--- src/logic/sspim_config.svh ---
// Fixed build constants; only address bits 3:2 are decoded and the chip select count is fixed at 4
`ifndef SSPIM_CONFIG_SVH
`define SSPIM_CONFIG_SVH

// ----------------------------------------------------------
// Register byte offsets, 0xC reads as zero
// ----------------------------------------------------------
`define SSPIM_REG_CTRL      8'h00
`define SSPIM_REG_DIN       8'h04
`define SSPIM_REG_DOUT      8'h08

// Chip select lines on the pins
`define SSPIM_NUM_CS        4

// ----------------------------------------------------------
// Control word field positions
// ----------------------------------------------------------
`define SSPIM_CTRL_REQ      31
`define SSPIM_CTRL_TGT_HI   24
`define SSPIM_CTRL_TGT_LO   23
`define SSPIM_CTRL_OP_HI    22
`define SSPIM_CTRL_OP_LO    21
`define SSPIM_CTRL_SIZE_HI  20
`define SSPIM_CTRL_SIZE_LO  19
`define SSPIM_CTRL_SCK_HI   18
`define SSPIM_CTRL_SCK_LO   13
`define SSPIM_CTRL_CS_HI    12
`define SSPIM_CTRL_CS_LO    8

// Writable control bits, request bit handled on its own
`define SSPIM_CTRL_WMASK    32'h01FF_FF00

// Reset values
`define SSPIM_CTRL_RST      32'h0000_0000
`define SSPIM_DIN_RST       32'h0000_0000
`define SSPIM_DOUT_RST      32'h0000_0000

`endif

--- src/logic/sspim_pkg.sv ---
// Types shared by the SPI master blocks; op code 2'b11 is not named and acts as full duplex
package sspim_pkg;

  // ----------------------------------------------------------
  // Operation codes from the control word
  // ----------------------------------------------------------
  typedef enum logic [1:0] {
    // Transmit only
    op_wr    = 2'b00,
    // Zeros out, miso captured
    op_rd    = 2'b01,
    // Full duplex
    op_wr_rd = 2'b10
  } sspim_op_e;

  // Controller states
  typedef enum logic [2:0] {
    st_idle     = 3'd0,
    st_cs_setup = 3'd1,
    st_xfer     = 3'd2,
    st_cs_hold  = 3'd3,
    st_done     = 3'd4
  } sspim_state_e;

  // ----------------------------------------------------------
  // Configuration seen by the controller and shifter
  // ----------------------------------------------------------
  typedef struct packed {
    logic [1:0] tgt_sel;
    sspim_op_e  op;
    // Bytes minus one
    logic [1:0] xfer_size;
    // Half period of sck minus one, in mclk cycles
    logic [5:0] sck_period;
    // CS setup and hold minus one
    logic [4:0] cs_period;
  } sspim_cfg_t;

  // One-cycle sck events, valid in the cycle before sck changes
  typedef struct packed {
    logic sck_rise;
    logic sck_fall;
  } sspim_edge_t;

  // Shifter commands
  typedef struct packed {
    logic load;
    logic shift_out;
    logic sample;
  } sspim_shift_t;

endpackage

--- src/logic/sspim_cfg.sv ---
// Register block; accesses are acked two edges after reg_cs is sampled and must be held until ack
`include "sspim_config.svh"

module sspim_cfg (
  input  logic                  mclk,
  input  logic                  reset_n,
  input  logic                  reg_cs,
  input  logic                  reg_wr,
  input  logic [7:0]            reg_addr,
  input  logic [31:0]           reg_wdata,
  input  logic [3:0]            reg_be,
  input  logic                  op_done,
  input  logic [31:0]           rx_data,
  output logic [31:0]           reg_rdata,
  output logic                  reg_ack,
  output sspim_pkg::sspim_cfg_t cfg,
  output logic                  op_req,
  output logic [31:0]           tx_data
);
  import sspim_pkg::*;

  localparam logic [7:0]  ctrl_off   = `SSPIM_REG_CTRL;
  localparam logic [7:0]  din_off    = `SSPIM_REG_DIN;
  localparam logic [7:0]  dout_off   = `SSPIM_REG_DOUT;
  localparam logic [31:0] ctrl_wmask = `SSPIM_CTRL_WMASK;

  logic        sw_rd_en;
  logic        sw_wr_en;
  logic        reg_cs_l;
  logic        reg_cs_2l;
  logic [1:0]  sw_idx;
  logic [31:0] sw_wdata;
  logic [3:0]  sw_be;
  logic        acc_ok;
  logic        wr_stb;
  logic        rd_stb;
  logic        ctrl_wr;
  logic        din_wr;
  logic [31:0] ctrl_q;
  logic [31:0] din_q;
  logic [31:0] ctrl_rd;
  logic [31:0] rd_mux;
  logic        req_q;

  // ----------------------------------------------------------
  // Bus request registered first
  // ----------------------------------------------------------
  always_ff @(posedge mclk or negedge reset_n) begin
    if (!reset_n) begin
      sw_rd_en  <= 1'b0;
      sw_wr_en  <= 1'b0;
      reg_cs_l  <= 1'b0;
      reg_cs_2l <= 1'b0;
    end else begin
      sw_rd_en  <= reg_cs & ~reg_wr;
      sw_wr_en  <= reg_cs & reg_wr;
      reg_cs_l  <= reg_cs;
      reg_cs_2l <= reg_cs_l;
    end
  end

  // Address, data and strobes
  always_ff @(posedge mclk) begin
    sw_idx   <= reg_addr[3:2];
    sw_wdata <= reg_wdata;
    sw_be    <= reg_be;
  end

  // One access per held request; reg_cs_2l blocks a repeat while cs drains
  assign acc_ok  = ~reg_ack & ~reg_cs_2l;
  assign wr_stb  = sw_wr_en & acc_ok;
  assign rd_stb  = sw_rd_en & acc_ok;
  assign ctrl_wr = wr_stb & (sw_idx == ctrl_off[3:2]);
  assign din_wr  = wr_stb & (sw_idx == din_off[3:2]);

  // ----------------------------------------------------------
  // Control and data-in registers, byte enabled
  // ----------------------------------------------------------
  always_ff @(posedge mclk or negedge reset_n) begin
    if (!reset_n) begin
      ctrl_q <= `SSPIM_CTRL_RST;
      din_q  <= `SSPIM_DIN_RST;
    end else begin
      for (int b = 0; b < 4; b++) begin
        // Unused control bits stay zero
        if (ctrl_wr && sw_be[b]) begin
          ctrl_q[8*b +: 8] <= sw_wdata[8*b +: 8] & ctrl_wmask[8*b +: 8];
        end
        if (din_wr && sw_be[b]) begin
          din_q[8*b +: 8] <= sw_wdata[8*b +: 8];
        end
      end
    end
  end

  // Request bit, set by software, cleared by op_done
  always_ff @(posedge mclk or negedge reset_n) begin
    if (!reset_n) begin
      req_q <= 1'b0;
    end else if (op_done) begin
      req_q <= 1'b0;
    end else if (ctrl_wr && sw_be[3] && sw_wdata[`SSPIM_CTRL_REQ]) begin
      req_q <= 1'b1;
    end
  end

  // ----------------------------------------------------------
  // Read path
  // ----------------------------------------------------------
  always_comb begin
    ctrl_rd = ctrl_q;
    ctrl_rd[`SSPIM_CTRL_REQ] = req_q;
  end

  always_comb begin
    case (sw_idx)
      ctrl_off[3:2]: rd_mux = ctrl_rd;
      din_off[3:2]:  rd_mux = din_q;
      dout_off[3:2]: rd_mux = rx_data;
      default:       rd_mux = '0;
    endcase
  end

  // Ack for one cycle, read data valid with it
  always_ff @(posedge mclk or negedge reset_n) begin
    if (!reset_n) begin
      reg_ack   <= 1'b0;
      reg_rdata <= '0;
    end else begin
      reg_ack <= rd_stb | wr_stb;
      if (rd_stb) begin
        reg_rdata <= rd_mux;
      end
    end
  end

  // Fields out to the controller
  assign cfg.tgt_sel    = ctrl_q[`SSPIM_CTRL_TGT_HI:`SSPIM_CTRL_TGT_LO];
  assign cfg.op         = sspim_op_e'(ctrl_q[`SSPIM_CTRL_OP_HI:`SSPIM_CTRL_OP_LO]);
  assign cfg.xfer_size  = ctrl_q[`SSPIM_CTRL_SIZE_HI:`SSPIM_CTRL_SIZE_LO];
  assign cfg.sck_period = ctrl_q[`SSPIM_CTRL_SCK_HI:`SSPIM_CTRL_SCK_LO];
  assign cfg.cs_period  = ctrl_q[`SSPIM_CTRL_CS_HI:`SSPIM_CTRL_CS_LO];
  assign op_req         = req_q;
  assign tx_data        = din_q;

endmodule

--- src/logic/sspim_ctl.sv ---
// Operation FSM; config is captured at start, one chip select is held low for the whole operation
`include "sspim_config.svh"

module sspim_ctl (
  input  logic                     mclk,
  input  logic                     reset_n,
  input  sspim_pkg::sspim_cfg_t    cfg,
  input  logic                     op_req,
  input  logic [31:0]              tx_data,
  input  sspim_pkg::sspim_edge_t   sck_edge,
  output logic                     op_done,
  output logic                     sck_en,
  output sspim_pkg::sspim_shift_t  shift,
  output logic [`SSPIM_NUM_CS-1:0] cs_n
);
  import sspim_pkg::*;

  sspim_state_e             state;
  sspim_cfg_t               cfg_q;
  logic [4:0]               cyc_cnt;
  logic [4:0]               bit_cnt;
  logic [4:0]               last_bit;
  logic [`SSPIM_NUM_CS-1:0] cs_dec;
  logic                     start;
  logic                     cyc_end;
  logic                     in_xfer;

  // ----------------------------------------------------------
  // Decodes
  // ----------------------------------------------------------
  // tx_data goes to the shifter on the same start edge
  assign start    = (state == st_idle) & op_req;
  assign cyc_end  = (cyc_cnt == cfg_q.cs_period);
  // Last bit index, 8 per byte
  assign last_bit = {cfg_q.xfer_size, 3'b111};
  assign in_xfer  = (state == st_xfer);

  // Active-low select from the live target field
  always_comb begin
    cs_dec = '1;
    cs_dec[cfg.tgt_sel] = 1'b0;
  end

  // ----------------------------------------------------------
  // State machine
  // ----------------------------------------------------------
  always_ff @(posedge mclk or negedge reset_n) begin
    if (!reset_n) begin
      state   <= st_idle;
      cfg_q   <= '0;
      cyc_cnt <= '0;
      bit_cnt <= '0;
      cs_n    <= '1;
    end else begin
      case (state)
        st_idle: begin
          if (op_req) begin
            state   <= st_cs_setup;
            cfg_q   <= cfg;
            cyc_cnt <= '0;
            cs_n    <= cs_dec;
          end
        end
        // cs_period+1 cycles before the first sck
        st_cs_setup: begin
          if (cyc_end) begin
            state   <= st_xfer;
            cyc_cnt <= '0;
            bit_cnt <= '0;
          end else begin
            cyc_cnt <= cyc_cnt + 5'd1;
          end
        end
        // Bits counted on falling sck
        st_xfer: begin
          if (sck_edge.sck_fall) begin
            if (bit_cnt == last_bit) begin
              state <= st_cs_hold;
            end else begin
              bit_cnt <= bit_cnt + 5'd1;
            end
          end
        end
        st_cs_hold: begin
          if (cyc_end) begin
            state <= st_done;
            cs_n  <= '1;
          end else begin
            cyc_cnt <= cyc_cnt + 5'd1;
          end
        end
        // Single cycle, clears the request bit
        st_done: begin
          state <= st_idle;
        end
        default: begin
          state <= st_idle;
        end
      endcase
    end
  end

  // ----------------------------------------------------------
  // Outputs
  // ----------------------------------------------------------
  // sck runs only in st_xfer, so it stops low after the last fall
  assign sck_en          = in_xfer;
  assign op_done         = (state == st_done);
  assign shift.load      = start;
  assign shift.shift_out = in_xfer & sck_edge.sck_fall;
  // No capture for transmit-only
  assign shift.sample    = in_xfer & sck_edge.sck_rise & (cfg_q.op != op_wr);

endmodule

--- src/logic/sspim_clkgen.sv ---
// sck divider for mode 0; half period is sck_period+1 mclk cycles and sck idles low when disabled
module sspim_clkgen (
  input  logic                   mclk,
  input  logic                   reset_n,
  input  logic [5:0]             sck_period,
  input  logic                   sck_en,
  output logic                   sck,
  output sspim_pkg::sspim_edge_t sck_edge
);

  logic [5:0] half_cnt;
  logic       toggle;

  // Toggle at the end of each half period
  assign toggle = sck_en & (half_cnt == sck_period);

  // ----------------------------------------------------------
  // Half-period counter and sck
  // ----------------------------------------------------------
  always_ff @(posedge mclk or negedge reset_n) begin
    if (!reset_n) begin
      half_cnt <= '0;
      sck      <= 1'b0;
    end else if (!sck_en) begin
      // Back to idle
      half_cnt <= '0;
      sck      <= 1'b0;
    end else if (toggle) begin
      half_cnt <= '0;
      sck      <= ~sck;
    end else begin
      half_cnt <= half_cnt + 6'd1;
    end
  end

  // ----------------------------------------------------------
  // Events
  // ----------------------------------------------------------
  // High in the cycle whose closing edge moves sck
  assign sck_edge.sck_rise = toggle & ~sck;
  assign sck_edge.sck_fall = toggle & sck;

endmodule

--- src/logic/sspim_if.sv ---
// Shift registers for mode 0, MSB first; rx fills from bit 0 and is cleared at load except on op_wr
`include "sspim_config.svh"

module sspim_if (
  input  logic                    mclk,
  input  logic                    reset_n,
  input  sspim_pkg::sspim_shift_t shift,
  input  logic [31:0]             tx_data,
  input  logic [1:0]              xfer_size,
  input  sspim_pkg::sspim_op_e    op,
  input  logic                    miso,
  output logic                    mosi,
  output logic [31:0]             rx_data
);
  import sspim_pkg::*;

  logic [31:0] tx_sr;
  logic [31:0] tx_align;

  // Bytes moved up so bit 8n-1 lands on bit 31
  assign tx_align = tx_data << {~xfer_size, 3'b000};

  // ----------------------------------------------------------
  // Transmit side
  // ----------------------------------------------------------
  always_ff @(posedge mclk or negedge reset_n) begin
    if (!reset_n) begin
      tx_sr <= '0;
    end else if (shift.load) begin
      // Read-only sends zeros
      tx_sr <= (op == op_rd) ? '0 : tx_align;
    end else if (shift.shift_out) begin
      tx_sr <= {tx_sr[30:0], 1'b0};
    end
  end

  // First bit is out from load onward
  assign mosi = tx_sr[31];

  // ----------------------------------------------------------
  // Receive side
  // ----------------------------------------------------------
  always_ff @(posedge mclk or negedge reset_n) begin
    if (!reset_n) begin
      rx_data <= `SSPIM_DOUT_RST;
    end else if (shift.load) begin
      // Old data kept for transmit-only
      if (op != op_wr) begin
        rx_data <= '0;
      end
    end else if (shift.sample) begin
      rx_data <= {rx_data[30:0], miso};
    end
  end

endmodule

--- src/logic/sspim_top.sv ---
// Single-bit SPI master, mode 0 only, four chip selects, no interrupt; software polls the request bit
`include "sspim_config.svh"

module sspim_top (
  input  logic                     mclk,
  input  logic                     reset_n,
  input  logic                     reg_cs,
  input  logic                     reg_wr,
  input  logic [7:0]               reg_addr,
  input  logic [31:0]              reg_wdata,
  input  logic [3:0]               reg_be,
  input  logic                     miso,
  output logic [31:0]              reg_rdata,
  output logic                     reg_ack,
  output logic                     sck,
  output logic                     mosi,
  output logic [`SSPIM_NUM_CS-1:0] cs_n
);
  import sspim_pkg::*;

  sspim_cfg_t   cfg;
  sspim_edge_t  sck_edge;
  sspim_shift_t shift;
  logic         op_req;
  logic         op_done;
  logic         sck_en;
  logic [31:0]  tx_data;
  logic [31:0]  rx_data;

  // ----------------------------------------------------------
  // Register block
  // ----------------------------------------------------------
  sspim_cfg u_cfg (
    .mclk      (mclk),
    .reset_n   (reset_n),
    .reg_cs    (reg_cs),
    .reg_wr    (reg_wr),
    .reg_addr  (reg_addr),
    .reg_wdata (reg_wdata),
    .reg_be    (reg_be),
    .op_done   (op_done),
    .rx_data   (rx_data),
    .reg_rdata (reg_rdata),
    .reg_ack   (reg_ack),
    .cfg       (cfg),
    .op_req    (op_req),
    .tx_data   (tx_data)
  );

  // Operation control
  sspim_ctl u_ctl (
    .mclk     (mclk),
    .reset_n  (reset_n),
    .cfg      (cfg),
    .op_req   (op_req),
    .tx_data  (tx_data),
    .sck_edge (sck_edge),
    .op_done  (op_done),
    .sck_en   (sck_en),
    .shift    (shift),
    .cs_n     (cs_n)
  );

  // ----------------------------------------------------------
  // SPI side
  // ----------------------------------------------------------
  sspim_clkgen u_clkgen (
    .mclk       (mclk),
    .reset_n    (reset_n),
    .sck_period (cfg.sck_period),
    .sck_en     (sck_en),
    .sck        (sck),
    .sck_edge   (sck_edge)
  );

  // Size and op match the captured values at the load edge
  sspim_if u_if (
    .mclk      (mclk),
    .reset_n   (reset_n),
    .shift     (shift),
    .tx_data   (tx_data),
    .xfer_size (cfg.xfer_size),
    .op        (cfg.op),
    .miso      (miso),
    .mosi      (mosi),
    .rx_data   (rx_data)
  );

endmodule

--- config.mk ---
export PLATFORM = sky130hd
export DESIGN_NAME = sspim_top
export DESIGN_NICKNAME = d
export VERILOG_FILES = /design/src/logic/sspim_pkg.sv /design/src/logic/sspim_cfg.sv /design/src/logic/sspim_ctl.sv /design/src/logic/sspim_clkgen.sv /design/src/logic/sspim_if.sv /design/src/logic/sspim_top.sv
export VERILOG_INCLUDE_DIRS = /design/src /design/src/logic
export SDC_FILE = /design/constraint.sdc
export NUM_CORES = 1
export LEC_CHECK = 0
export ABC_CLOCK_PERIOD_IN_PS = 1900
export BUFFER_PORTS_ARGS = -buffer_cell sky130_fd_sc_hd__buf_2
export CELL_PAD_IN_SITES_DETAIL_PLACEMENT = 2
export CELL_PAD_IN_SITES_GLOBAL_PLACEMENT = 2
export CORE_MARGIN = 3
export CORE_UTILIZATION = 35
export CTS_CLUSTER_SIZE = 25
export DETAILED_ROUTE_END_ITERATION = 6
export PLACE_DENSITY_LB_ADDON = 0.1
export SETUP_SLACK_MARGIN = 0.1
export SYNTH_ARGS = -nofsm -noshare
export SYNTH_HDL_FRONTEND = slang
export SYNTH_SLANG_ARGS = --single-unit
--- constraint.sdc ---
create_clock -name mclk -period 1.9 [get_ports mclk]
set_clock_uncertainty 0.05 [all_clocks]
set_input_delay 0.38 -clock mclk [delete_from_list [all_inputs] [get_ports mclk]]
set_output_delay 0.38 -clock mclk [all_outputs]
set_load 0.02 [all_outputs]
[After elaboration in Yosys (flattened, before gate mapping)]
Index checks and enable logic that the tools add are counted.
Storage, ports and cells
  register bits after elaboration: 222
  output and inout port bits: 39
  bits of input ports: 49
Cells by class
  magnitude comparators: 2
  add/sub/neg operators: 3
  equal/unequal tests: 19
  shift operators: 1
  reduce and logical (&&, ||, !) cells: 25
  bitwise logic cells: 21
  mux-type cells: 32
Operators by type and width (count)
  2-to-1 mux 32 bit: 6
  case mux 32 bit (3 select lines): 1
  << shifter 32 x 5 -> 32 bit: 1
  2-to-1 mux 5 bit: 6
  2-to-1 mux 3 bit: 5
  case mux 5 bit (3 select lines): 1
  bitwise AND 1 bit: 14
  nonzero test 2 bit: 7
  2-to-1 mux 6 bit: 2
  != test 2 bit, second input constant: 6
  case mux 3 bit (4 select lines): 1
  adder 5 x 1 -> 5 bit, second input constant: 2
  equality test 5 bit: 2
  case mux 5 bit (2 select lines): 1
  logical AND 1 bit: 9
  2-to-1 mux 4 bit: 2
  case mux 4 bit (2 select lines): 1
  adder 6 x 1 -> 6 bit, second input constant: 1
  equality test 3 x 2 -> 1 bit, second input constant: 2
  equality test 6 bit: 1
  != test 2 x 1 -> 1 bit, second input constant: 3
  AND reduction 3 bit: 2
  2-to-1 mux 1 bit: 5
  AND reduction 5 bit: 1
  16 further kinds: 21

[Logic depth before layout (Yosys ltp)]
  word-level depth: 8
  mapped depth: 8
  mapped depth without buffers: 5

[Cells and area by module]
A second synthesis with hierarchy kept.
Second synthesis, totals
  cell total of the unflattened synthesis: 782
  area, all modules: 9596.7 µm²
By module, submodules not included
  sspim_cfg: area an instance 4652.0 µm², times used 1, cells each 343
  sspim_if: area an instance 3193.1 µm², times used 1, cells each 279
  sspim_ctl: area an instance 1381.3 µm², times used 1, cells each 123
  sspim_clkgen: area an instance 370.4 µm², times used 1, cells each 37

[Least setup slack after synthesis]
Ideal clock, no wire load.
  path type: register -> register
  start point: register u_ctl.state[2]
  end point: register u_if.tx_sr[2]
  cell stages (with the launch flop): 9
  setup slack: 0.013 ns
  arrival: 1.764 ns
  path buffers: 3
  required time: 1.777 ns
  clock period less this slack: 1.887 ns
  setup time: 0.073 ns
  cells stage by stage: dfrtp_1 buf_6 or4b_1 buf_2 a21oi_4 and3_1 buf_4 a22oi_1 a21oi_2
Between the ends
  cells in the longest elaborated chain, start to end: 5
  elaborated cells between the ends (all ways): 8
  those cells by class: eq/ne (1); mux (1); bitwise (4); reduce/logical (2)
Ends and longest elaborated chain
  start, declared: RTL line sspim_ctl.sv:18  | sspim_state_e state;
  start signal, assigned: RTL line sspim_ctl.sv:49  | state <= st_idle;
  start signal, assigned: RTL line sspim_ctl.sv:58  | state <= st_cs_setup;
  start signal, assigned: RTL line sspim_ctl.sv:67  | state <= st_xfer;
  equality test 3 x 2 -> 1 bit: RTL line sspim_ctl.sv:36  | assign in_xfer = (state == st_xfer);
  bitwise AND 1 bit: RTL line sspim_clkgen.sv:15  | assign toggle = sck_en & (half_cnt == sck_period);
  bitwise AND 1 bit: RTL line sspim_clkgen.sv:41  | assign sck_edge.sck_fall = toggle & sck;
  bitwise AND 1 bit: RTL line sspim_ctl.sv:110  | assign shift.shift_out = in_xfer & sck_edge.sck_fall;
  nonzero test 2 bit (no line)
  end signal, assigned: RTL line sspim_if.sv:31  | tx_sr <= (op == op_rd) ? '0 : tx_align;
  end signal, assigned: RTL line sspim_if.sv:33  | tx_sr <= {tx_sr[30:0], 1'b0};
  end, declared: RTL line sspim_if.sv:17  | logic [31:0] tx_sr;
Several ways; a longest one is shown, not always the timed one.
A chain may end at the register's enable or synchronous reset.

[Final worst setup path]
  start point: register u_cfg.ctrl_q[13]
  end point: register u_ctl.state[0]
Between the ends
  cells in the longest elaborated chain, start to end: 5
Ends and longest elaborated chain
  start, declared: RTL line sspim_cfg.sv:39  | logic [31:0] ctrl_q;
  start signal, assigned: RTL line sspim_cfg.sv:81  | ctrl_q <= `SSPIM_CTRL_RST;
  start signal, assigned by index: RTL line sspim_cfg.sv:87  | ctrl_q[8*b +: 8] <= sw_wdata[8*b +: 8] & ctrl_wmask[8*b +: 8];
  equality test 6 bit: RTL line sspim_clkgen.sv:15
  bitwise AND 1 bit: RTL line sspim_clkgen.sv:15
  bitwise AND 1 bit: RTL line sspim_clkgen.sv:41
  != test 2 bit (no line)
  AND reduction 5 bit (no line)
  end signal, assigned: RTL line sspim_ctl.sv:86  | state <= st_done;
  end signal, assigned: RTL line sspim_ctl.sv:94  | state <= st_idle;
  end signal, assigned: RTL line sspim_ctl.sv:97  | state <= st_idle;
Every way passes these cells.

==> flow_metrics.env <==
export IMPL_synth_ff_type="dfrtp_1"
export IMPL_cp_end_kind="flop"
export IMPL_rows=58
export IMPL_syn_inst=794
export IMPL_port_buffers=81
export IMPL_drive_gt1_share_pct=31.8
export IMPL_period_minus_slack_ps=1980
export IMPL_die_h_um=167
export IMPL_syn_cell_area_um2=9130
export IMPL_holdPathStages=2
export IMPL_fin_tns_setup_ps=-871
export IMPL_die_area_um2=28000
export IMPL_ys_warnings_count=0
export IMPL_netlist_top_cells_area="dfrtp_1, dfxtp_1, mux2_2, a21oi_1, nor2_1"
export IMPL_synth_fp_nets=846
export IMPL_worstHoldPathType="input pin to flop"
export IMPL_tightest_slew_ps=661
export IMPL_rrSetupSlack_ps=-80
export IMPL_core_um2=25400
export IMPL_async_flop_share_pct=82.9
export IMPL_whs_endpoint="u_if.rx_data[0]"
export IMPL_maxSlewHeadroom_pct=55.8
export IMPL_synthMuxAreaShare_pct=11.2
export IMPL_drtIter0Drc=395
export IMPL_insertion_delay_ps=520
export IMPL_diodes=0
export IMPL_outcome="finished with violations"
export IMPL_drc=0
export IMPL_wl_per_cell_um=23.0
export IMPL_r2r_start="u_cfg.ctrl_q[13]"
export IMPL_path_cells="xor2_2 -> nor4_4 -> buf_6 -> nand2_1 -> or4b_1 -> a31oi_1"
export IMPL_violations="negative setup slack"
export IMPL_nNetsFinal=1022
export IMPL_cp_depth=6
export IMPL_track_usage_pct=20.3
export IMPL_grt_antenna_before_repair=0
export IMPL_grt_pass1_vias=7649
export IMPL_layout_commonest_cell="dfrtp_1"
export IMPL_rsz0062_at_grt="true"
export IMPL_viasPerCell=5.35
export IMPL_synth_edff_count=0
export IMPL_postLayoutCellArea_um2=12100
export IMPL_slowest_delay_ps=480
export IMPL_powerDensity_nw_per_um2=1360
export IMPL_critPathKind="flop to flop"
export IMPL_syn_area_per_cell_um2=11.5
export IMPL_numCtsBuffers=25
export IMPL_maxCapViolCount=0
export IMPL_synth_top_family_by_area="compound AO/OA/AOI/OAI gates"
export IMPL_overflow=0
export IMPL_hold_start="miso"
export IMPL_drtPass1Iterations=4
export IMPL_io_pins=88
export IMPL_place_hpwl_um=19400
export IMPL_worst_r2r_path_depth=6
export IMPL_initial_core_util_pct=35.9
export IMPL_synth_compound_area_share_pct=15.2
export IMPL_worstPathMaxFanout=6
export IMPL_setup_viol=47
export IMPL_synth_xor_area_share_pct=1.92
export IMPL_die_width_um=167
export IMPL_clock_sinks=222
export IMPL_power_static_leakage_nw=5.45
export IMPL_place_congestion=0.785
export IMPL_grt_max_degree=80
export IMPL_htreeDepth=1
export IMPL_grt_pass1_wl_um=45300
export IMPL_synth_simple_area_share_pct=9.60
export IMPL_cts_tree="built"
export IMPL_routed_wl_um=30300
export IMPL_ant_nets=0
export IMPL_final_cell_mix="dfrtp_1, nor2_1, buf_2, a21oi_1, mux2_2"
export IMPL_max_vdd_ir_drop_mv=0.665
export IMPL_syn2layout_area_growth_pct=32.1
export IMPL_fin_crit_sh_pct=104
export IMPL_cp_start_kind="flop"
export IMPL_dpl_instance_area_um2=10300
export IMPL_critPathRequiredTime_ps=2290
export IMPL_hold_viol=0
export IMPL_synth_seq_area_share_pct=58.9
export IMPL_fmax_ghz=0.505
export IMPL_setup_ws_ps=-79.1
export IMPL_crit_family="simple AND/OR/NAND/NOR gates"
export IMPL_cp_num_buf_inv=1
export IMPL_synthAdderAreaFrac_pct=0.411
export IMPL_final_util_pct=47.5
export IMPL_cp_arrival_ps=2370
export IMPL_clkTransAtPathRegs_ps=60
export IMPL_critPathSlowestCell="or4b_1"
export IMPL_synth_largest_area_cell="dfrtp_1"
export IMPL_yosys_cell_types_count=47
export IMPL_yosysTopAreaCellShare_pct=49.4
export IMPL_vias=7041
export IMPL_r2r_end="u_ctl.state[0]"
export IMPL_clock_path_buffers=3
export IMPL_slew_violations=0
export IMPL_root_buffer="clkbuf_16"
export IMPL_synth_seq_cells=222
==> worst max path at each step <==
stage / to / slack (ps) / start
after floorplan: u_if.tx_sr[2] / 20 / u_ctl.state[2]
after global placement: u_ctl.cs_n[0] / -140 / u_ctl.state[1]
after detailed placement: u_ctl.cs_n[0] / -170 / u_ctl.state[1]
after CTS: u_ctl.state[0] / -50 / u_cfg.ctrl_q[13]
after global routing: u_ctl.state[0] / -160 / u_cfg.ctrl_q[13]
final: u_ctl.state[0] / -80 / u_cfg.ctrl_q[13]
==> cell usage after synthesis (all sizes together) (2+ instances only) <==
library cell and instances:
o21ai 6, inv 2, nand3b 5, nor2 109, nor3 6, clkbuf 18
or4b 2, a31oi 2, a32oi 8, dfstp 4, xnor2 7, mux2i 28
nand2 43, a21oi 93, a2bb2oi 4, nor2b 5, a22oi 37, buf 34
nand4 2, nand3 12, and2 3, a21o 2, dfrtp 180, xor2 13
and3 3, dfxtp 38, ha 3, a22o 46, mux2 66, nand2b 2
==> layer usage <==
layer	vias up	track usage, %	share of wire [%]
li1	3188	-	-
met1	3680	27.6	44
met2	129	35.5	51
met3	44	2.24	2.9
met4	0	4.02	2.1
met5	-	0	0
==> what timing repair did <==
action	4_1_cts	5_1_grt
setup buffers	3	8
hold buffers	41	0
resized for setup	27	37
setup endpoints to repair	79	79
endpoints found under the hold margin	220	0
pin swaps	11	10
gates cloned	3	8
==> state kept, by name, summed over array words and instances (netlist names), 5 cells and up <==
name               flops
u_cfg.ctrl_q          17
u_cfg.reg_rdata       32
u_cfg.sw_wdata        32
u_cfg.tx_data         32
u_clkgen.half_cnt      6
u_ctl.bit_cnt          5
u_ctl.cfg_q            9
u_ctl.cyc_cnt          5
u_if.rx_data          32
u_if.tx_sr            32
==> area by class of cell <==
class	count	area (µm²)
fill	2503	13300
sequential	222	5370
multi-input combinational	520	3710
timing repair buffer	199	1750
clock buffer	36	707
tap	330	413
clock inverter	8	92.6
inverter	2	7.51
==> power by group <==
part | switching, mW | total, mW | leakage [nW] | internal (mW)
registers | 0.797 | 6.41 | 2.64 | 5.62
clock network | 1.93 | 4.77 | 0.393 | 2.84
logic | 2.78 | 5.17 | 2.42 | 2.39
total | 5.50 | 16.3 | 5.45 | 10.8
==> stage by stage <==
step           std cells  total power [mW]  worst slack, ps  hold WS, ps
5_1_grt             1317              17.3             -164         76.5
4_1_cts             1301              15.8            -49.9         56.1
3_3_place_gp        1210              10.3             -145          164
2_1_floorplan        794              8.91             19.7         34.4
6_report            1317              16.3            -79.1         65.9
3_5_place_dp        1210              10.5             -168          162
==> worst register-to-register path, delay by kind of cell (launching register included) <==
family / cells / cell delay (ps)
AO/OA/AOI/OAI: 1 / 150
XOR/XNOR: 1 / 200
buffers and inverters: 1 / 180
flip-flops: 1 / 410
AND/OR/NAND/NOR: 3 / 910
==> kinds of logic (layout without fill, tap and decap cells) <==
kind of cell             count (synthesis)  in the layout
AO/OA/AOI/OAI                          203            204
XOR/XNOR                                20             20
adder cells (fa/ha/maj)                  3              3
buffers and inverters                   54            245
flip-flops                             222            222
multiplexers                            94             94
AND/OR/NAND/NOR                        198            199
No activity file was read; power rests on OpenSTA's default activity.
